$ cat config.mk
export PLATFORM = sky130hd
export DESIGN_NAME = bootrom
export DESIGN_NICKNAME = d
export VERILOG_FILES = /design/src/logic/mem_system_pkg.sv /design/src/logic/bootrom.sv
export SDC_FILE = /design/constraint.sdc
export NUM_CORES = 1
export LEC_CHECK = 0
export BUFFER_PORTS_ARGS = -buffer_cell sky130_fd_sc_hd__buf_2
export CORE_MARGIN = 2
export CORE_UTILIZATION = 20
export DETAILED_ROUTE_END_ITERATION = 12
export GPL_ROUTABILITY_DRIVEN = 0
export PLACE_DENSITY_LB_ADDON = 0.08
export RECOVER_POWER = 50
export SLEW_MARGIN = 20
export SYNTH_ARGS = -nofsm -noshare
export SYNTH_HDL_FRONTEND = slang
export SYNTH_SLANG_ARGS = --single-unit
$ cat constraint.sdc
create_clock -name clk_i -period 0.98 [get_ports clk_i]
set_input_delay 0.196 -clock clk_i [delete_from_list [all_inputs] [get_ports clk_i]]
set_output_delay 0.196 -clock clk_i [all_outputs]
set_load 0.01 [all_outputs]
$ cat src/logic/mem_system_pkg.sv
/*
 * Memory subsystem package
 * Widths, address map, host request and response structs, boot ROM table
 */

package mem_system_pkg;

  // Bus widths
  localparam int unsigned AddrWidth    = 32;
  localparam int unsigned DataWidth    = 32;
  localparam int unsigned StrbWidth    = DataWidth / 8;
  localparam int unsigned ByteOffWidth = $clog2(StrbWidth);

  localparam int unsigned NumCores = 8;

  typedef logic [AddrWidth-1:0] addr_t;
  typedef logic [DataWidth-1:0] data_t;
  typedef logic [StrbWidth-1:0] strb_t;

  // L2 scratch memory, word interleaved across banks
  localparam int unsigned NumL2Banks      = 4;
  localparam int unsigned L2BankNumWords  = 64;
  localparam int unsigned L2BankSelWidth  = $clog2(NumL2Banks);
  localparam int unsigned L2BankAddrWidth = $clog2(L2BankNumWords);
  localparam addr_t       L2BaseAddr      = 32'h8000_0000;
  localparam addr_t       L2Size          = 32'd1024;

  // Boot ROM
  localparam int unsigned BootromNumWords  = 8;
  localparam int unsigned BootromAddrWidth = $clog2(BootromNumWords);
  localparam addr_t       BootromBaseAddr  = 32'hA000_0000;
  localparam addr_t       BootromSize      = BootromNumWords * StrbWidth; // 32 bytes

  // Control register block
  localparam addr_t       CtrlBaseAddr = 32'h4000_0000;
  localparam addr_t       CtrlSize     = 32'h0001_0000;
  localparam int unsigned CtrlOffWidth = $clog2(CtrlSize);

  localparam logic [CtrlOffWidth-1:0] EocOffset      = 'h0;
  localparam logic [CtrlOffWidth-1:0] WakeUpOffset   = 'h4;
  localparam logic [CtrlOffWidth-1:0] NumCoresOffset = 'h8;

  // Boot table, upper half is a tag and lower half the word index
  localparam data_t BootromContent [BootromNumWords] = '{
    32'hB007_0000,
    32'hB007_0001,
    32'hB007_0002,
    32'hB007_0003,
    32'hB007_0004,
    32'hB007_0005,
    32'hB007_0006,
    32'hB007_0007
  };

  // Host side request, one per cycle
  typedef struct packed {
    logic  req;
    logic  we;
    addr_t addr;
    data_t wdata;
    strb_t strb;
  } sys_req_t;

  // Response, always one cycle after the request
  typedef struct packed {
    logic  rvalid;
    data_t rdata;
    logic  err;
  } sys_resp_t;

  // Crossbar targets
  typedef enum logic [1:0] {
    TgtL2,
    TgtBootrom,
    TgtCtrl,
    TgtNone
  } target_e;

endpackage : mem_system_pkg

$ cat src/logic/bootrom.sv
/*
 * Boot ROM
 * Fixed boot table with a registered read, writes are answered and dropped
 */

`timescale 1ns/1ps

module bootrom (
  input  logic                      clk_i,
  input  logic                      reset_i,
  input  mem_system_pkg::sys_req_t  req_i,
  output mem_system_pkg::sys_resp_t resp_o
);

  logic [mem_system_pkg::BootromAddrWidth-1:0] idx;
  mem_system_pkg::data_t                       rdata_q;
  logic                                        valid_q;

  assign idx = req_i.addr[mem_system_pkg::ByteOffWidth +: mem_system_pkg::BootromAddrWidth];

  always_ff @(posedge clk_i) begin
    if (reset_i) valid_q <= 1'b0;
    else         valid_q <= req_i.req;
  end

  always_ff @(posedge clk_i) begin
    if (req_i.req) begin
      rdata_q <= req_i.we ? '0 : mem_system_pkg::BootromContent[idx];
    end
  end

  always_comb begin
    resp_o        = '0;
    resp_o.rvalid = valid_q;
    resp_o.rdata  = rdata_q;
  end

endmodule : bootrom

==> results.tsv <==
metric	value	unit
status	finished, violations left	
failing checks	setup timing	
Antenna Nets Post-Route	0	
Power Total	0.0005920	W
CTS Hold Bufs	0	
clk sinks	5	
ant diodes	0	
routed metal-1 wirelength	101	um
# port buffers	16	
I/O pin total	106	
fin crit period	1.035	ns
hold slack	0.1081	ns
Fmax	965.8	MHz
drt drc	0	
crit path DAT	0.84	ns
clock share of power	38.8	%
Syn Inst Count	41	
largest net degree at the start of global routing	7	
final worst-path cycle share	105.7	%
crit-path cells	buf_2	
internal power	0.0004323	W
Final HPWL DP	370.8	um
endpoint class of the critical path	primary output	
Tot GR Track Use	3.766	%
syn_area_per_cell	9.704	um2
worst-path maximum fanout	6	
aggregate global routing overflow	0	
vias in the first global route	144	
Yosys reg bits	5	
RSZ-0062 raised after global routing	yes	
DR vias	209	
layout cell share with drive strength beyond 1	31.48	%
top-area cell type share of the netlist area	56.60	%
Yosys cell types	6	
Clock Path Buffers	2	
vias per inst	2.580	
area added between synthesis and finish	-0.3147	%
Routed WL	416	um
PD cells	1493	nW/um2
CP top delay family	flip-flops	
Clk pin slew, worst setup/hold paths	0.04	ns
Setup TNS	-0.3214	ns
root buffer cell	clkbuf_4	
CP max stage delay	0.43	ns
worst setup path class	flop to primary output	
Post-Route Utilization	20.64	%
first-pass GRT wire length	607	um
Flop pwr share	42.8	%
Sw Ratio	26.98	%
cell area after synthesis	397.9	um2
switching power	0.0001597	W
Seq/Total Area, Yosys	35.22	%
crit path max-delay cell type	edfxtp_1	
TritonCTS Buffers	3	
Hold Crit Class	input port to flop	
Comb power frac	18.4	%
YS warnings	0	
drt first pass iters	2	
fin nets	127	
Worst Path Required	0.78	ns
met3 routed WL	103	um
core area	1922	um2
sum of buffers and inverters on the critical path	1	
Cell Rows	16	
Starting DRT DRC Count	1	
MaxCap Viol Count	0	
die area	2362	um2
P_leak	0.2121	nW
Max Slew Vio Count	0	
wire length per cell	5.136	um
initial antenna violation count	0	
CTS tree	built	
Final WS setup	-0.05541	ns
Synth area leaders	buf_4 (57%), edfxtp_1 (30%), nor2b_1 (6.3%), dfxtp_1 (5.0%), conb_1 (0.94%)	
Starting Density	20.70	%
area leader, netlist	buf_4	
CTS resizes	0	
met2 wire length	212	um
Die X	48.60	um
Final setup viols	6	
critical path launch point type	flop	
Final Hold Fails	0	
Cell Count, Final, Fillers Out	81	
Highest Signal Layer	met3	
cell count after placement	77	
H-tree lvl count	1	
Die Y	48.60	um
commonest non-fill, non-tap cell in the layout	conb_1	
most frequent cells in the layout	conb_1 (24), buf_2 (14), nor2b_1 (4), edfxtp_1 (4)	
Max VDD drop	0.5994	mV
[final timing paths]
kind / endpoint / cells past startpoint / slack [ns] / from
worst min-delay path: valid_q / 2 / 0.11 / reset_i
worst max-delay path: resp_o[17] / 1 / -0.06 / rdata_q[28]
[final cells by class]
| type | instances | area (um2) |
|---|---|---|
| sequential | 5 | 140.1 |
| inverter | 1 | 3.754 |
| fill | 225 | 1525 |
| tap | 27 | 33.78 |
| multi-input combinational | 28 | 115.1 |
| clock buffer | 4 | 26.28 |
| timing repair buffer | 16 | 77.57 |
[metrics by stage]
step | setup WS, ns | instance area, um2
after floorplan | 0.1381 | 484.2
after global placement | 0.1903 | 372.9
after detailed placement | 0.1822 | 372.9
after CTS | -0.08082 | 399.1
after global routing | -0.1112 | 396.6
final | -0.05541 | 396.6
[power groups by stage]
| stage | sequential [W] | clock [W] | combinational, W |
|---|---|---|---|
| 6_report | 0.000253 | 0.000230 | 0.000109 |
| 3_5_place_dp | 0.000257 | 0 | 0.000109 |
| 5_1_grt | 0.000255 | 0.000262 | 0.000120 |
| 2_1_floorplan | 0.000265 | 0 | 0.000152 |
| 4_1_cts | 0.000254 | 0.000243 | 0.000110 |
| 3_3_place_gp | 0.000256 | 0 | 0.000112 |
[what timing repair did]
item,4_1_cts,5_1_grt
endpoints found under the setup margin,6,6
setup buffers,0,0
cloned,0,0
[kinds of logic after synthesis]
family / after synthesis / synth area share, %
DFF: 5 / 35.22
buffers and inverters: 31 / 57.55
and+or+nand+nor: 4 / 6.288
other: 1 / 0.9425
[per-layer routing]
metal	vias to the layer above	track usage, %
met5	-	0
met4	0	5.714
met3	0	2.778
met2	28	5.251
met1	84	2.662
li1	97	-
[state kept, by name, summed over array words and instances (netlist names)]
register  flops
rdata_q       4
valid_q       1
[cells in the mapped netlist, drive strengths merged]
| library cell | count |
|---|---|
| buf | 30 |
| edfxtp | 4 |
| nor2b | 4 |
| conb | 1 |
| dfxtp | 1 |
| inv | 1 |
Note: power is estimated with default switching activity, not from simulation.
