===== config.mk =====
export PLATFORM = sky130hd
export DESIGN_NAME = ctrl_registers
export DESIGN_NICKNAME = d
export VERILOG_FILES = /design/src/logic/mem_system_pkg.sv /design/src/logic/ctrl_registers.sv
export SDC_FILE = /design/constraint.sdc
export NUM_CORES = 1
export LEC_CHECK = 0
export ABC_CLOCK_PERIOD_IN_PS = 4200
export BUFFER_PORTS_ARGS = -buffer_cell sky130_fd_sc_hd__buf_2
export CAP_MARGIN = 20
export CORE_UTILIZATION = 52
export DETAILED_ROUTE_END_ITERATION = 10
export PLACE_DENSITY = 0.89
export SETUP_SLACK_MARGIN = 0.15
export SYNTH_ARGS = -nofsm -noshare
export SYNTH_HDL_FRONTEND = slang
export SYNTH_SLANG_ARGS = --single-unit

===== constraint.sdc =====
create_clock -name clk_i -period 4.2 [get_ports clk_i]
set_input_delay 0.84 -clock clk_i [delete_from_list [all_inputs] [get_ports clk_i]]
set_output_delay 0.84 -clock clk_i [all_outputs]
set_load 0.05 [all_outputs]

===== src/logic/mem_system_pkg.sv =====
/*
 * Memory subsystem package
 * Widths, address map, host request and response structs, boot ROM table
 */

package mem_system_pkg;

  // Bus widths
  localparam int unsigned AddrWidth    = 32;
  localparam int unsigned DataWidth    = 32;
  localparam int unsigned StrbWidth    = DataWidth / 8;
  localparam int unsigned ByteOffWidth = $clog2(StrbWidth);

  localparam int unsigned NumCores = 8;

  typedef logic [AddrWidth-1:0] addr_t;
  typedef logic [DataWidth-1:0] data_t;
  typedef logic [StrbWidth-1:0] strb_t;

  // L2 scratch memory, word interleaved across banks
  localparam int unsigned NumL2Banks      = 4;
  localparam int unsigned L2BankNumWords  = 64;
  localparam int unsigned L2BankSelWidth  = $clog2(NumL2Banks);
  localparam int unsigned L2BankAddrWidth = $clog2(L2BankNumWords);
  localparam addr_t       L2BaseAddr      = 32'h8000_0000;
  localparam addr_t       L2Size          = 32'd1024;

  // Boot ROM
  localparam int unsigned BootromNumWords  = 8;
  localparam int unsigned BootromAddrWidth = $clog2(BootromNumWords);
  localparam addr_t       BootromBaseAddr  = 32'hA000_0000;
  localparam addr_t       BootromSize      = BootromNumWords * StrbWidth; // 32 bytes

  // Control register block
  localparam addr_t       CtrlBaseAddr = 32'h4000_0000;
  localparam addr_t       CtrlSize     = 32'h0001_0000;
  localparam int unsigned CtrlOffWidth = $clog2(CtrlSize);

  localparam logic [CtrlOffWidth-1:0] EocOffset      = 'h0;
  localparam logic [CtrlOffWidth-1:0] WakeUpOffset   = 'h4;
  localparam logic [CtrlOffWidth-1:0] NumCoresOffset = 'h8;

  // Boot table, upper half is a tag and lower half the word index
  localparam data_t BootromContent [BootromNumWords] = '{
    32'hB007_0000,
    32'hB007_0001,
    32'hB007_0002,
    32'hB007_0003,
    32'hB007_0004,
    32'hB007_0005,
    32'hB007_0006,
    32'hB007_0007
  };

  // Host side request, one per cycle
  typedef struct packed {
    logic  req;
    logic  we;
    addr_t addr;
    data_t wdata;
    strb_t strb;
  } sys_req_t;

  // Response, always one cycle after the request
  typedef struct packed {
    logic  rvalid;
    data_t rdata;
    logic  err;
  } sys_resp_t;

  // Crossbar targets
  typedef enum logic [1:0] {
    TgtL2,
    TgtBootrom,
    TgtCtrl,
    TgtNone
  } target_e;

endpackage : mem_system_pkg


===== src/logic/ctrl_registers.sv =====
/*
 * Control registers
 * End of computation flag, wake-up pulse and core count readback
 */

`timescale 1ns/1ps

module ctrl_registers (
  input  logic                                clk_i,
  input  logic                                reset_i,
  input  mem_system_pkg::sys_req_t            req_i,
  output mem_system_pkg::sys_resp_t           resp_o,
  output logic                                eoc_valid_o,
  output logic [mem_system_pkg::NumCores-1:0] wake_up_o
);

  logic [mem_system_pkg::CtrlOffWidth-1:0] offset;
  logic                                    wr, rd;
  mem_system_pkg::data_t                   eoc_q;
  logic [mem_system_pkg::NumCores-1:0]     wake_up_q;
  mem_system_pkg::data_t                   rdata, rdata_q;
  logic                                    valid_q;

  assign offset = req_i.addr[mem_system_pkg::CtrlOffWidth-1:0];
  assign wr     = req_i.req && req_i.we;
  assign rd     = req_i.req && !req_i.we;

  // Read decode, wake-up and unknown offsets read zero
  always_comb begin
    rdata = '0;
    if (rd) begin
      unique case (offset)
        mem_system_pkg::EocOffset:      rdata = eoc_q;
        mem_system_pkg::NumCoresOffset: rdata = mem_system_pkg::DataWidth'(mem_system_pkg::NumCores);
        default:                        rdata = '0;
      endcase
    end
  end

  // Whole-word writes, strobes not used here
  always_ff @(posedge clk_i) begin
    if (reset_i) begin
      eoc_q <= '0;
    end else if (wr && (offset == mem_system_pkg::EocOffset)) begin
      eoc_q <= req_i.wdata;
    end
  end

  // Wake-up mask lives for exactly one cycle
  always_ff @(posedge clk_i) begin
    if (reset_i) begin
      wake_up_q <= '0;
    end else if (wr && (offset == mem_system_pkg::WakeUpOffset)) begin
      wake_up_q <= req_i.wdata[mem_system_pkg::NumCores-1:0];
    end else begin
      wake_up_q <= '0;
    end
  end

  always_ff @(posedge clk_i) begin
    if (reset_i) valid_q <= 1'b0;
    else         valid_q <= req_i.req;
  end

  always_ff @(posedge clk_i) begin
    if (req_i.req) rdata_q <= rdata; // Zero for writes
  end

  assign eoc_valid_o = eoc_q[0];
  assign wake_up_o   = wake_up_q;

  always_comb begin
    resp_o        = '0;
    resp_o.rvalid = valid_q;
    resp_o.rdata  = rdata_q;
  end

endmodule : ctrl_registers


==> out/results.txt <==
outcome: complete, no violations
total CTS buffers: 9
vias in the first global route: 1934
area leader, netlist: edfxtp_1
routed via count: 1973
top post-synthesis cells by area: edfxtp_1, dfxtp_1, nand2b_1
syn nets: 311
multi-input logic area: 1090 um2
Max-Cap Viols: 0
Tot GR Track Use: 18.5%
post-cts resize count: 0
Root Buffer: clkbuf_8
max-slew violations: 0
library cells used by synthesis: 20
total grt overflow: 0
initial antenna violation count: 0
Final #Nets: 403
Wirelength per Cell: 12.6 um
routability cong.: 0.687
Core Box Area: 5510 um2
synthesis warning total: 0
ANT cells: 0
total placed instance area: 3450 um2
Avg Vias per Cell: 4.84
Slew @ Worst Pin: 0.898 ns
Peak VDD IR: 0.226 mV
Filler cells: 428
design area: 3620 um2
Power, Total: 1.33 mW
die span in y: 77.5 um
Crit Path Max Fanout: 31
final wirelength: 5.15 mm
final worst slack: 1.83 ns
Pleak: 1.50 nW
fmax: 0.422 GHz
DR DRC count: 0
Synth Register Bits: 73
Worst-path clk slew: 0.07 ns
Cells after Synth: 239
HP Class: register to register
DP Worst Slack: 1.47 ns
die area: 6010 um2
die width: 77.5 um
Synth top area share: 32.4%
reg2reg end: rdata_q[3]$_SDFFCE_PN0P_
endpoint type of the worst setup path: register
layout cells sized above 1: 33.6%
CP endpoint: rdata_q[20]$_SDFFCE_PN0P_
Clock Path Buffers: 2
CTS H-Tree Depth: 3
Hold-fix buffers, CTS: 0
IO Pins: 115
1st-pass router iterations: 4
row cnt: 27
Layout area overhead: 22.0%
Hold Fails Final Rpt: 0
final setup vio count: 0
power density cells: 367 nW/um2
1st-iter DRT viols: 83
global-route wire length before repair: 8.47 mm
clock latency on the worst-skew pair: 0.33 ns
RSZ-0062 raised after global routing: no
Worst EP required: 4.39 ns
startpoint class of the critical path: input pin
setup bufs post-CTS: 0
Slew HR: 40.0%
Port Buffers: 93
R2R Setup Slk: 3.48 ns
Initial Util: 53.9%
final clock period utilization by the worst path: 56.4%
sequential cell area: 1780 um2
Crit-path slowest cell: nor3_4
crit path DAT: 2.56 ns
Reg2Reg Depth: 2
Mapped Area: 2970 um2
Final Critical Period: 2.37 ns
worst path cell trace: buf_2 -> nor4_2 -> nand4b_2 -> nor3_4 -> and2_1
TNS Setup: 0 ns
register area share after synthesis: 60.1%
Post-Syn Area per Cell: 12.4 um2
Worst R2R Start: eoc_q[3]$_SDFFE_PP0P_
skew final: 0.00742 ns
CP Launch Point: req_i[37]
type of the worst setup path: input pin to register
remaining antenna violation count: 0
CTS tree: done
largest net degree at the start of global routing: 66
Detailed Place HPWL: 3.59 mm
Clock Sink Count: 73
max incr delay on CP: 0.79 ns
per-layer routing:
metal	share of wire [%]	routed length [um]	vias to the layer above	global-route usage, %
met5	0	0	-	0
met2	48	2490	70	29.8
li1	-	-	971	-
met3	7.3	378	8	6.47
met1	43	2210	924	21.8
met4	1.4	74	0	9.43
critical path: cells and delay by family:
| kind | cells | cell delay [ns] |
|---|---|---|
| buffers and inverters | 1 | 0.10 |
| AND/OR/NAND/NOR | 4 | 1.61 |
stage by stage:
stage          instances  hold WS (ns)  utilization (%)
4_1_cts              408         0.475             65.7
6_report             408         0.471             65.7
2_1_floorplan        239         0.444                -
3_3_place_gp         392         0.453             62.7
5_1_grt              408         0.484             65.7
3_5_place_dp         392         0.460             62.7
synth_stat cells:
cell      number
nor4_1         2
nor4_2         2
dfxtp_1       41
nand3b_1       1
nor2_1         3
nand4b_2       1
inv_1          1
nor2b_1        1
nor3_2         1
nor3_4         1
nand2b_1      64
clkbuf_1      10
buf_4          2
edfxtp_1      32
mux2i_1       32
and2_1        39
nand4_1        1
buf_8          3
conb_1         1
nand3_1        1
cells in the final DEF (no fill, tap or decap), drive strengths merged, types with 2 or more instances in the layout:
| master | count |
|---|---|
| dfxtp | 41 |
| nor3 | 2 |
| clkinv | 2 |
| edfxtp | 32 |
| buf | 96 |
| nand2b | 64 |
| nor2 | 3 |
| clkbuf | 13 |
| nor4 | 4 |
| and2 | 39 |
| mux2i | 32 |
state kept, by name (all words and copies together), names as in the netlist:
| register | cells |
|---|---|
| eoc_q | 32 |
| wake_up_o | 8 |
| valid_q | 1 |
| rdata_q | 32 |
cell families (layout without fill, tap and decap cells):
kind of cell / Yosys count / count (layout) / synth area share (%)
simple gates: 117 / 117 / 25.6
flops: 73 / 73 / 60.1
mux: 32 / 32 / 10.8
buf+inv: 16 / 113 / 3.42
other cells: 1 / 1 / 0.126
worst min path at each step:
stage,start,end,cells past startpoint
after floorplan,eoc_q[10]$_SDFFE_PP0P_,eoc_q[10]$_SDFFE_PP0P_,2
after global placement,eoc_q[18]$_SDFFE_PP0P_,eoc_q[18]$_SDFFE_PP0P_,2
after detailed placement,eoc_q[20]$_SDFFE_PP0P_,eoc_q[20]$_SDFFE_PP0P_,2
after CTS,eoc_q[11]$_SDFFE_PP0P_,eoc_q[11]$_SDFFE_PP0P_,2
after global routing,eoc_q[11]$_SDFFE_PP0P_,eoc_q[11]$_SDFFE_PP0P_,2
final,eoc_q[17]$_SDFFE_PP0P_,eoc_q[17]$_SDFFE_PP0P_,2
power breakdown:
part / internal [mW] / switching (mW)
Clock: 0.228 / 0.234
Sequential: 0.750 / 0.00260
Combinational: 0.0391 / 0.0747
area by class of cell:
cell class,count,share of cell area (%)
inverter,1,0.104
timing repair buffer,96,13.5
sequential,73,49.2
tap,72,2.49
clock inverter,3,0.450
multi-input combinational,150,30.1
clock buffer,13,4.11
Note: power is estimated with default switching activity, not from simulation.
