[config.mk]
export PLATFORM = sky130hd
export DESIGN_NAME = sys_xbar
export DESIGN_NICKNAME = d
export VERILOG_FILES = /design/src/logic/mem_system_pkg.sv /design/src/logic/sys_xbar.sv
export SDC_FILE = /design/constraint.sdc
export NUM_CORES = 1
export LEC_CHECK = 0
export ABC_AREA = 1
export BUFFER_PORTS_ARGS = -buffer_cell sky130_fd_sc_hd__buf_2
export CORE_AREA = 10 10 156 158
export DETAILED_ROUTE_END_ITERATION = 16
export DIE_AREA = 0 0 166 168
export SYNTH_ARGS = -nofsm -noshare
export SYNTH_HDL_FRONTEND = slang
export SYNTH_SLANG_ARGS = --single-unit
export TNS_END_PERCENT = 30
[constraint.sdc]
create_clock -name clk_i -period 1.7 [get_ports clk_i]
set_clock_uncertainty 0.15 [all_clocks]
set_input_delay 0.34 -clock clk_i [delete_from_list [all_inputs] [get_ports clk_i]]
set_output_delay 0.34 -clock clk_i [all_outputs]
set_load 0.05 [all_outputs]
[src/logic/mem_system_pkg.sv]
/*
 * Memory subsystem package
 * Widths, address map, host request and response structs, boot ROM table
 */

package mem_system_pkg;

  // Bus widths
  localparam int unsigned AddrWidth    = 32;
  localparam int unsigned DataWidth    = 32;
  localparam int unsigned StrbWidth    = DataWidth / 8;
  localparam int unsigned ByteOffWidth = $clog2(StrbWidth);

  localparam int unsigned NumCores = 8;

  typedef logic [AddrWidth-1:0] addr_t;
  typedef logic [DataWidth-1:0] data_t;
  typedef logic [StrbWidth-1:0] strb_t;

  // L2 scratch memory, word interleaved across banks
  localparam int unsigned NumL2Banks      = 4;
  localparam int unsigned L2BankNumWords  = 64;
  localparam int unsigned L2BankSelWidth  = $clog2(NumL2Banks);
  localparam int unsigned L2BankAddrWidth = $clog2(L2BankNumWords);
  localparam addr_t       L2BaseAddr      = 32'h8000_0000;
  localparam addr_t       L2Size          = 32'd1024;

  // Boot ROM
  localparam int unsigned BootromNumWords  = 8;
  localparam int unsigned BootromAddrWidth = $clog2(BootromNumWords);
  localparam addr_t       BootromBaseAddr  = 32'hA000_0000;
  localparam addr_t       BootromSize      = BootromNumWords * StrbWidth; // 32 bytes

  // Control register block
  localparam addr_t       CtrlBaseAddr = 32'h4000_0000;
  localparam addr_t       CtrlSize     = 32'h0001_0000;
  localparam int unsigned CtrlOffWidth = $clog2(CtrlSize);

  localparam logic [CtrlOffWidth-1:0] EocOffset      = 'h0;
  localparam logic [CtrlOffWidth-1:0] WakeUpOffset   = 'h4;
  localparam logic [CtrlOffWidth-1:0] NumCoresOffset = 'h8;

  // Boot table, upper half is a tag and lower half the word index
  localparam data_t BootromContent [BootromNumWords] = '{
    32'hB007_0000,
    32'hB007_0001,
    32'hB007_0002,
    32'hB007_0003,
    32'hB007_0004,
    32'hB007_0005,
    32'hB007_0006,
    32'hB007_0007
  };

  // Host side request, one per cycle
  typedef struct packed {
    logic  req;
    logic  we;
    addr_t addr;
    data_t wdata;
    strb_t strb;
  } sys_req_t;

  // Response, always one cycle after the request
  typedef struct packed {
    logic  rvalid;
    data_t rdata;
    logic  err;
  } sys_resp_t;

  // Crossbar targets
  typedef enum logic [1:0] {
    TgtL2,
    TgtBootrom,
    TgtCtrl,
    TgtNone
  } target_e;

endpackage : mem_system_pkg

[src/logic/sys_xbar.sv]
/*
 * System crossbar
 * Decodes the host address, steers the strobe and returns the target response
 */

`timescale 1ns/1ps

module sys_xbar (
  input  logic                      clk_i,
  input  logic                      reset_i,
  input  mem_system_pkg::sys_req_t  host_req_i,
  output mem_system_pkg::sys_resp_t host_resp_o,
  output mem_system_pkg::sys_req_t  l2_req_o,
  input  mem_system_pkg::sys_resp_t l2_resp_i,
  output mem_system_pkg::sys_req_t  rom_req_o,
  input  mem_system_pkg::sys_resp_t rom_resp_i,
  output mem_system_pkg::sys_req_t  ctrl_req_o,
  input  mem_system_pkg::sys_resp_t ctrl_resp_i
);

  mem_system_pkg::target_e tgt, tgt_q;
  logic                    valid_q;

  // Subtracting first keeps the compare free of end-address overflow
  function automatic logic in_range(mem_system_pkg::addr_t addr,
                                    mem_system_pkg::addr_t base,
                                    mem_system_pkg::addr_t size);
    return (addr >= base) && ((addr - base) < size);
  endfunction

  // Address map
  always_comb begin
    if (in_range(host_req_i.addr, mem_system_pkg::L2BaseAddr, mem_system_pkg::L2Size)) begin
      tgt = mem_system_pkg::TgtL2;
    end else if (in_range(host_req_i.addr, mem_system_pkg::BootromBaseAddr,
                          mem_system_pkg::BootromSize)) begin
      tgt = mem_system_pkg::TgtBootrom;
    end else if (in_range(host_req_i.addr, mem_system_pkg::CtrlBaseAddr,
                          mem_system_pkg::CtrlSize)) begin
      tgt = mem_system_pkg::TgtCtrl;
    end else begin
      tgt = mem_system_pkg::TgtNone;
    end
  end

  // Same payload to all targets, strobe only to the selected one
  always_comb begin
    l2_req_o       = host_req_i;
    rom_req_o      = host_req_i;
    ctrl_req_o     = host_req_i;
    l2_req_o.req   = host_req_i.req && (tgt == mem_system_pkg::TgtL2);
    rom_req_o.req  = host_req_i.req && (tgt == mem_system_pkg::TgtBootrom);
    ctrl_req_o.req = host_req_i.req && (tgt == mem_system_pkg::TgtCtrl);
  end

  always_ff @(posedge clk_i) begin
    if (reset_i) begin
      valid_q <= 1'b0;
      tgt_q   <= mem_system_pkg::TgtNone;
    end else begin
      valid_q <= host_req_i.req;
      if (host_req_i.req) tgt_q <= tgt; // Remember who answers next cycle
    end
  end

  // Response mux for the request of the previous cycle
  always_comb begin
    host_resp_o = '0;
    if (valid_q) begin
      unique case (tgt_q)
        mem_system_pkg::TgtL2:      host_resp_o = l2_resp_i;
        mem_system_pkg::TgtBootrom: host_resp_o = rom_resp_i;
        mem_system_pkg::TgtCtrl:    host_resp_o = ctrl_resp_i;
        default: begin
          host_resp_o.rvalid = 1'b1; // Unmapped address
          host_resp_o.err    = 1'b1;
        end
      endcase
    end
  end

endmodule : sys_xbar

==> metrics.txt, run 1 <==
Crit Reg-Reg Startpoint=tgt_q[1]$_SDFFE_PP1P_; final core utilization=0.186; crit path kind=reg -> out; Area Overhead vs Synth=41.1%; Setup Viol. Count Final=37; critical hold path startpoint=reset_i; hold depth=2; xor/xnor share of the synthesized area=0; Netlist cell types=22; htree depth=1; core area=around 0.021 sq mm; MaxCap Viol Count=0; die area=about 0.028 sq mm; worst-margin pin slew=0.386 ns; RSZ-0062 raised after global routing=true; I/O pin cnt=approximately 420; worst setup path startpoint=tgt_q[1]$_SDFFE_PP1P_; # fillers=approximately 2500; largest family of logic cells by synthesized area=buffers and inverters; Die Wd=166 microns; CTS tree=built; Pins Over Slew Limit=0; endpoints failing hold=0; grt ovf=0; iteration-0 DRC count of the detailed router=approximately 160; clk buf depth=2; Max Clock Freq=just under 0.5 GHz; Syn. warnings=0; Die Ht=168 microns; Worst EP arrival=1.54 ns; Max VDD drop=about 0.29 mV; Tmin final=2.03 ns; Starting Density=0.132; commonest cells after routing, fill and taps aside=buf_2, nand2_1, buf_4, nand3_1, buf_8; DR WL/cell=between 10 and 15 microns; Worst-path clk slew=0.03 ns; row cnt=between 50 and 60; Setup crit end kind=primary output; initial antenna violation count=0; Critical R2R Capture=tgt_q[1]$_SDFFE_PP1P_; Hold-fix buffers, CTS=0; worst r2r path cells=3; setup TNS=-10.87 ns; PD cells=slightly above 400 mW/mm^2; diode count=0; GRT Total Usage=0.0769; Port-buffer cells=roughly 270; status=finished with violations; GPL Wtd Cong=about 0.83; vias in the first global route=between 3000 and 4000; syn_nets=between 600 and 700; Cell Area, Synth=0.00283 sq mm; hold endpoint=valid_q$_SDFF_PP0_; Final Worst Setup Slack=-0.332 ns; crit start category=flip-flop; final net count=776; CP Max Fanout=15; DP Worst Slack=-0.473 ns; fin area=approximately 0.004 sq mm; Tcrit/Tclk final=1.20; commonest non-fill, non-tap cell in the layout=buf_2; hpwl dp=10200 microns; adder-cell area share of the yosys netlist=0.00885; post-synthesis mux area share=0; CTS root buf=clkbuf_16; post-synthesis simple-gate area fraction=0.320; leak pwr=~0.0023 uW; DRC Markers=0; placed cells=around 870; syn_area_per_cell=roughly 5.7 sq um; non-filler cells, final=roughly 900; Synth Area in Compound Gates=0.00885; Skew-Pair Late Insertion Delay=roughly 0.22 ns; failing checks=setup timing; first-pass GRT wire length=about 18000 microns; Initial DRT Pass Iterations=4; R2R Setup Slk=roughly 0.77 ns; DRT Wirelength=about 13000 microns; via/cell ratio=about 3.6; final antenna-violating net count=0; Placed Area=0.00334 sq mm; CTS Sinks=3; CTS Buf Count=3; Worst slew margin=0.740; Yosys reg bits=3; routed vias=3148; largest net degree at the start of global routing=35; Hold Crit Class=in -> reg; Seq/Total Area, Yosys=0.0212; critical path required time=1.21 ns; Cells after Synth=roughly 500; layout cells sized above 1=0.644
-- stage by stage --
step | total power [uW] | hold WS, ns
finish | 1620 | 0.162
global route | 1710 | 0.168
CTS | 1590 | 0.161
detailed placement | 1170 | 0.387
global placement | 1160 | 0.384
floorplan | 1610 | 0.262
-- cell type report --
class | instances | area, sq um | share of cell area
Sequential cell | 3 | 62.6 | 0.0157
Timing Repair Buffer | 317 | 2180 | 0.546
Clock buffer | 4 | 78.8 | 0.0198
Tap cell | 280 | 350 | 0.0878
Multi-Input combinational cell | 230 | 1090 | 0.273
Inverter | 45 | 228 | 0.0571
-- repair_timing --
item / 4_1_cts / 5_1_grt
buffers inserted: 2 / 1
gates cloned: 0 / 5
hold endpoints to repair: 0 / 0
endpoints found under the setup margin: 37 / 37
pin swaps: 8 / 3
resized for setup: 91 / 58
-- state kept, by name (all words and copies together) (netlist names) --
register and count:
tgt_q 2, valid_q 1
-- worst max-delay path, stage by stage, from the launching register on --
cell and delay (ns):
dfxtp_2 0.33, inv_2 0.04, or2_4 0.26, inv_8 0.09, clkbuf_16 0.18, nand2_1 0.07, nand3_1 0.06, nand2_1 0.05
inv_1 0.08, buf_6 0.16
-- worst max path at each step --
stage | cells after the start | to
2_1_floorplan | 10 | rom_req_o[69]
3_3_place_gp | 13 | ctrl_req_o[69]
3_5_place_dp | 11 | ctrl_req_o[69]
4_1_cts | 9 | host_resp_o[3]
5_1_grt | 9 | host_resp_o[32]
6_report | 9 | host_resp_o[19]
-- cell families (layout without fill, tap and decap cells) --
family,after synthesis,after routing
adders and majority gates,2,2
and+or+nand+nor,223,223
AOI/OAI and AO/OA,5,5
buffers and inverters,265,366
DFF,3,3
-- layer usage --
layer / vias up / share of wire / wire length (microns) / track usage
met1: 1358 / 0.38 / 4940 / 0.0836
li1: 1481 / - / - / -
met3: 16 / 0.14 / 1820 / 0.0501
met5: - / 0 / 0 / 0
met2: 293 / 0.47 / 6060 / 0.124
met4: 0 / 0.015 / 198 / 0.0143
-- where the power goes --
part           switching [uW]  internal, uW
registers                4.15          75.1
clock network            57.9           309
logic                     795           381
-- synth_stat cells, drive strengths merged --
master | count | area (sq um)
clkinv | 1 | 3.75
a21oi | 2 | 10.0
nor2 | 25 | 96.4
nor3 | 1 | 5.00
inv | 44 | 165
nor2b | 1 | 6.26
o21ai | 3 | 15.0
or2 | 2 | 12.5
buf | 219 | 1640
dfxtp | 3 | 60.1
nand3b | 1 | 7.51
clkbuf | 1 | 3.75
nand3 | 36 | 180
ha | 2 | 25.0
nand2 | 156 | 591
nand4 | 1 | 6.26
Power figures use the tool's default switching activity.
==> run 2, diff against run 1 <==
--- a/config.mk
+++ b/config.mk
@@ -10,6 +10,7 @@
 export CORE_AREA = 10 10 156 158
 export DETAILED_ROUTE_END_ITERATION = 16
 export DIE_AREA = 0 0 166 168
+export REMOVE_ABC_BUFFERS = 1
 export SYNTH_ARGS = -nofsm -noshare
 export SYNTH_HDL_FRONTEND = slang
 export SYNTH_SLANG_ARGS = --single-unit
==> run 2 against run 1 <==
Against the previous run:
- the run still ends with setup timing left
- flip-flop and latch count unchanged
- wire length rose by 48%
- critical path depth did not move
- combinational power increased by 5%
- largest power group unchanged
- highest routed layer is now met5
==> metrics.txt, run 2 (synthesized netlist as in run 1, its figures left out) <==
GPL Wtd Cong=0.827 (-0.98%); row cnt=54 (unchanged); combinational power share=0.732 (+0.007); iteration-0 DRC count of the detailed router=105 (-35%); Setup Viol. Count Final=37 (unchanged); RSZ-0062 raised after global routing=true; Crit path buffers/inverters=5 (unchanged); final core utilization=0.194 (+0.00730); routed vias=3379 (+7.3%); worst-margin pin slew=0.343 ns (-0.0429 ns); die area=0.0279 sq mm (unchanged); most frequent cell on the critical path=nand2_1; MaxCap Viol Count=0 (unchanged); Crit Reg-Reg Startpoint=tgt_q[0]$_SDFFE_PP1P_; core area=0.0214 sq mm (unchanged); worst setup path startpoint=tgt_q[1]$_SDFFE_PP1P_; commonest cells after routing, fill and taps aside=buf_2, nand2_1, buf_4, nand2_2, nand3_2; crit-path cells=inv_2 -> or2_4 -> clkinv_8 -> clkbuf_16 -> nand2_1 -> nand3_1 -> nand2_1 -> inv_1 -> buf_6; R2R Setup Slk=0.63 ns (-0.14 ns); crit-path leading delay family=buffers and inverters; crit path kind=reg -> out; layout cells sized above 1=0.710 (+0.0654); GRT Total Usage=0.123 (+0.0463); CP Max Fanout=9 (-6); CP max-delay cell=dfxtp_2; Flop pwr share=0.046 (-0.003); Starting Density=0.132 (unchanged); Final Worst Setup Slack=-0.308 ns (+0.0249 ns); Largest Register=tgt_q; # fillers=2427 (-1.1%); Hold Crit Class=in -> reg; DR WL/cell=21.9 microns (+48%); diode count=0 (unchanged); I/O pin cnt=418 (unchanged); Area Overhead vs Synth=46.7%; Worst-path clk slew=0.03 ns (about the same); CTS Sinks=3 (unchanged); leak pwr=0.00249 uW (+10%); Tcrit/Tclk final=1.18 (-0.0146); Internal Power=784 uW (+2.6%); Pins Over Slew Limit=0 (unchanged); CTS root buf=clkbuf_16; CTS tree=built; via/cell ratio=3.83 (+6.9%); failing checks=setup timing; Critical R2R Capture=tgt_q[0]$_SDFFE_PP1P_; DRT Wirelength=19300 microns (+48%); Port-buffer cells=269 (unchanged); clk buf depth=2 (unchanged); grt ovf=0 (unchanged); PD cells=410 mW/mm^2 (+0.84%); critical path required time=1.21 ns (about the same); final net count=780 (+0.52%); switching power=915 uW (+6.8%); Max VDD drop=0.551 mV (+92%); hpwl dp=16500 microns (+62%); Worst EP arrival=1.52 ns (-0.02 ns); clock network fraction of total power=0.222 (-0.004); vias in the first global route=3631 (+5.5%); DRC Markers=0 (unchanged); largest net degree at the start of global routing=35 (unchanged); final antenna-violating net count=0 (unchanged); Setup crit end=host_resp_o[6]; htree depth=1 (unchanged); initial antenna violation count=4 (+4); Hold-fix buffers, CTS=0 (unchanged); Levels on crit path=9 (unchanged); Setup crit end kind=primary output; commonest non-fill, non-tap cell in the layout=buf_2; Die Ht=168 microns (unchanged); Initial DRT Pass Iterations=4 (unchanged); Die Wd=166 microns (unchanged); Regs by FF count=tgt_q: 2 flops, valid_q: 1 flops; endpoints failing hold=0 (unchanged); total power after layout=1700 uW (+4.8%); Max Clock Freq=0.498 GHz (+1.2%); first-pass GRT wire length=25500 microns (+41%); crit start category=flip-flop; Tmin final=2.01 ns (-0.0249 ns); status=finished with violations; max reg flops=2 (unchanged); Worst slew margin=0.773 (+0.0329); CTS Buf Count=3 (unchanged); sw frac=0.539 (+0.00990); worst r2r path cells=4 (+1); Skew-Pair Late Insertion Delay=0.22 ns (about the same); Max stage delay on crit path=0.34 ns (about the same)
run 2: power groups by stage:
stage	registers, uW	clock network [uW]	logic, uW
finish	78.6	377	1240
global route	78.8	391	1310
CTS	78.4	381	1200
detailed placement	80.0	0	1120
global placement	79.7	0	1120
floorplan	85.9	0	179
run 2: what timing repair did:
item,CTS,global route
resized for setup,108,106
setup endpoints to repair,37,37
pin swaps,0,6
gates cloned,1,2
buffers inserted,2,0
run 2: final cells by class:
class / instances / area, sq um / area share
inverter: 45 / 186 / 0.0450
tap: 280 / 350 / 0.0845
clock buffer: 4 / 78.8 / 0.0190
timing repair buffer: 321 / 2210 / 0.532
multi-input combinational: 230 / 1260 / 0.303
sequential: 3 / 65.1 / 0.0157
run 2: metrics by stage:
step / instance area (sq um) / worst slack [ns] / TNS [ns] / instances / hold slack, ns
final: 4150 / -0.308 / -9.88 / 883 / 0.152
after global routing: 4150 / -0.408 / -12.27 / 883 / 0.160
after CTS: 3810 / -0.335 / -10.57 / 882 / 0.153
after detailed placement: 3330 / -0.348 / -6.58 / 875 / 0.387
after global placement: 3330 / -0.334 / -5.88 / 875 / 0.384
after floorplan: 1180 / -0.454 / -14.07 / 278 / 0.262
run 2: worst reg2reg max path: stages (launching register included):
cell	delay, ns
dfxtp_4	0.35
buf_12	0.13
buf_4	0.12
a21oi_1	0.14
nand2_1	0.07
run 2: how the worst min path moves through the flow:
| stage | cells after the start | from | endpoint |
|---|---|---|---|
| after global placement | 2 | reset_i | valid_q$_SDFF_PP0_ |
| after CTS | 2 | reset_i | valid_q$_SDFF_PP0_ |
| after floorplan | 1 | reset_i | valid_q$_SDFF_PP0_ |
| final | 2 | reset_i | valid_q$_SDFF_PP0_ |
| after global routing | 2 | reset_i | valid_q$_SDFF_PP0_ |
| after detailed placement | 2 | reset_i | valid_q$_SDFF_PP0_ |
run 2: layer usage:
metal | routed length (microns) | GRT usage
met1 | 7530 | 0.139
met2 | 8270 | 0.183
met3 | 3320 | 0.0999
met4 | 98 | 0.00616
met5 | 104 | 0.0307
==> run 3, diff against run 2 <==
==> constraint.sdc (replaced) <==
create_clock -name clk_i -period 2.2 [get_ports clk_i]
set_clock_uncertainty 0.15 [all_clocks]
set_input_delay 0.44 -clock clk_i [delete_from_list [all_inputs] [get_ports clk_i]]
set_output_delay 0.44 -clock clk_i [all_outputs]
set_load 0.05 [all_outputs]
==> run 3 against run 2 <==
Against the previous run:
- the flow now finishes without violations
- via count fell by 3.6%
- critical path depth is 3 higher
- hold slack improved by 0.11 ns
- sequential share of layout area is 0.26 points higher
- global-route usage is 0.53 points lower
- design area is 14% lower
- flip-flop and latch count did not move
- utilization fell by 2.7 points
- sequential power fell by 23%
- critical endpoint is now rom_req_o[69]
- largest power group unchanged
==> metrics.txt, run 3 (synthesized netlist as in run 1, its figures left out) <==
status=completed; Die Ht=168 microns (unchanged); Pins Over Slew Limit=0 (unchanged); final antenna-violating net count=0 (unchanged); hpwl dp=16300 microns (-1.0%); Crit Reg-Reg Startpoint=tgt_q[1]$_SDFFE_PP1P_; Port-buffer cells=269 (unchanged); register area=65.1 sq um (unchanged); commonest non-fill, non-tap cell in the layout=buf_2; leak pwr=0.00218 uW (-12%); fin area=0.00356 sq mm (-14%); CTS root buf=clkbuf_16; Initial DRT Pass Iterations=4 (unchanged); DR WL/cell=22.2 microns (+1.6%); critical hold path startpoint=reset_i; clk buf depth=2 (unchanged); hold depth=2 (unchanged); Max VDD drop=0.300 mV (-46%); GPL Wtd Cong=0.843 (+2.0%); PD cells=347 mW/mm^2 (-15%); RSZ-0062 raised after global routing=true; crit path kind=in -> out; Largest Register=tgt_q; crit-path cells=buf_8 -> inv_4 -> ha_4 -> nand2_2 -> inv_2 -> nand2_2 -> nor2_1 -> nand2_1 -> nor2_1 -> nand2_1 -> nor2_2 -> buf_12; Skew-Pair Late Insertion Delay=0.22 ns (about the same); DRT Wirelength=19300 microns (about the same); vias in the first global route=3516 (-3.2%); CP max-delay cell=ha_4; postcts setup bufs=0 (-2); Worst slew margin=0.765 (-0.00794); row cnt=54 (unchanged); max reg flops=2 (unchanged); crit start category=primary input; critical path required time=1.61 ns (+0.40 ns); GRT Total Usage=0.118 (-0.00528); largest net degree at the start of global routing=35 (unchanged); routed vias=3258 (-3.6%); worst r2r path cells=3 (-1); CP Max Fanout=4 (-5); Die Wd=166 microns (unchanged); Tmin final=approximately 2.2 ns; Worst-path clk slew=0.03 ns (about the same); Critical R2R Capture=tgt_q[1]$_SDFFE_PP1P_; Setup crit end kind=primary output; MaxCap Viol Count=0 (unchanged); core area=0.0214 sq mm (unchanged); CTS Buf Count=3 (unchanged); Regs by FF count=tgt_q: 2 flops, valid_q: 1 flops; Placed Area=0.00321 sq mm (-3.6%); first-pass GRT wire length=24400 microns (-4.0%); CTS tree=built; layout cells sized above 1=0.566 (-0.143); iteration-0 DRC count of the detailed router=141 (+34%); Starting Density=0.132 (unchanged); endpoints failing hold=0 (unchanged); Setup Viol. Count Final=0 (-100%); Max Clock Freq=between 0.4 and 0.5 GHz; I/O pin cnt=418 (unchanged); worst-margin pin slew=0.355 ns (+0.0120 ns); Area Overhead vs Synth=26.1%; grt ovf=0 (unchanged); DRC Markers=0 (unchanged); final net count=765 (-1.9%); Tcrit/Tclk final=0.993; Max stage delay on crit path=0.25 ns (-0.09 ns); setup TNS=0 ns (+9.88 ns); R2R Setup Slk=1.27 ns (+0.64 ns); htree depth=1 (unchanged); Worst EP arrival=1.59 ns (+0.07 ns); Multi-input gate area=997 sq um (-21%); via/cell ratio=3.75 (-1.9%); Hold-fix buffers, CTS=0 (unchanged); commonest cells after routing, fill and taps aside=buf_2, nand2_1, buf_4, inv_1, nand3_1; hold endpoint=valid_q$_SDFF_PP0_; CTS Sinks=3 (unchanged); diode count=0 (unchanged); initial antenna violation count=3 (-1); # fillers=2480 (+2.2%); Hold Crit Class=in -> reg; die area=0.0279 sq mm (unchanged)
run 3: cell types whose count changed in the layout (fill, tap and decap cells not counted), moves of 4 or more:
cell	delta
nand2_4	-7
nand2_1	+40
nand2_2	-33
inv_1	+16
clkbuf_4	+4
inv_2	-16
buf_4	+4
buf_12	-4
buf_8	-20
nand3_1	+24
nand3_2	-24
run 3: area by class of cell:
type / count / share of cell area
repair buffers: 306 / 0.531
well taps: 280 / 0.0983
clock buffers: 4 / 0.0221
inverters: 45 / 0.0509
flip-flops and latches: 3 / 0.0183
multi-input cells: 230 / 0.280
run 3: repair_timing:
action                     in CTS  in global routing
gates cloned                    0                  3
pin swaps                       0                  7
gates resized for setup        14                 84
setup endpoints to repair      37                 36
run 3: through the flow:
step,util,setup WS [ns],instances,power [uW],hold WS (ns)
after global placement,0.150,-0.0419,861,912,0.484
after detailed placement,0.150,-0.0235,861,914,0.492
after floorplan,-,-0.154,278,205,0.362
after CTS,0.155,-0.00446,865,1210,0.259
final,0.166,0.0156,868,1240,0.262
after global routing,0.166,-0.101,868,1300,0.273
run 3: how the worst max path moves through the flow:
stage                     endpoint  slack [ns]            from  depth (start not counted)
finish               rom_req_o[69]        0.02  host_req_i[65]                         12
global route         rom_req_o[69]       -0.10  host_req_i[66]                         12
CTS                 ctrl_req_o[69]      -0.004  host_req_i[65]                         13
detailed placement  ctrl_req_o[69]       -0.02  host_req_i[65]                         13
global placement     rom_req_o[69]       -0.04  host_req_i[65]                         12
floorplan            rom_req_o[69]       -0.15  host_req_i[66]                         10
run 3: worst max-delay path, delay by kind of cell:
family	cells	cell delay (ns)
AND/OR/NAND/NOR	7	0.56
buffers and inverters	4	0.32
adder cells (fa/ha/maj)	1	0.25
run 3: power by group:
part	switching [uW]	total [uW]	leakage (uW)	internal, uW
logic	625	888	0.00212	264
registers	3.45	60.7	0.0000245	57.3
clock network	47.9	287	0.0000382	239
run 3: layer usage:
layer / routed length, microns / vias to the layer above / global-route usage
li1: - / 1458 / -
met1: 7870 / 1475 / 0.135
met2: 8190 / 301 / 0.175
met3: 3080 / 18 / 0.0910
met4: 73 / 6 / 0.00732
met5: 91 / - / 0.0307
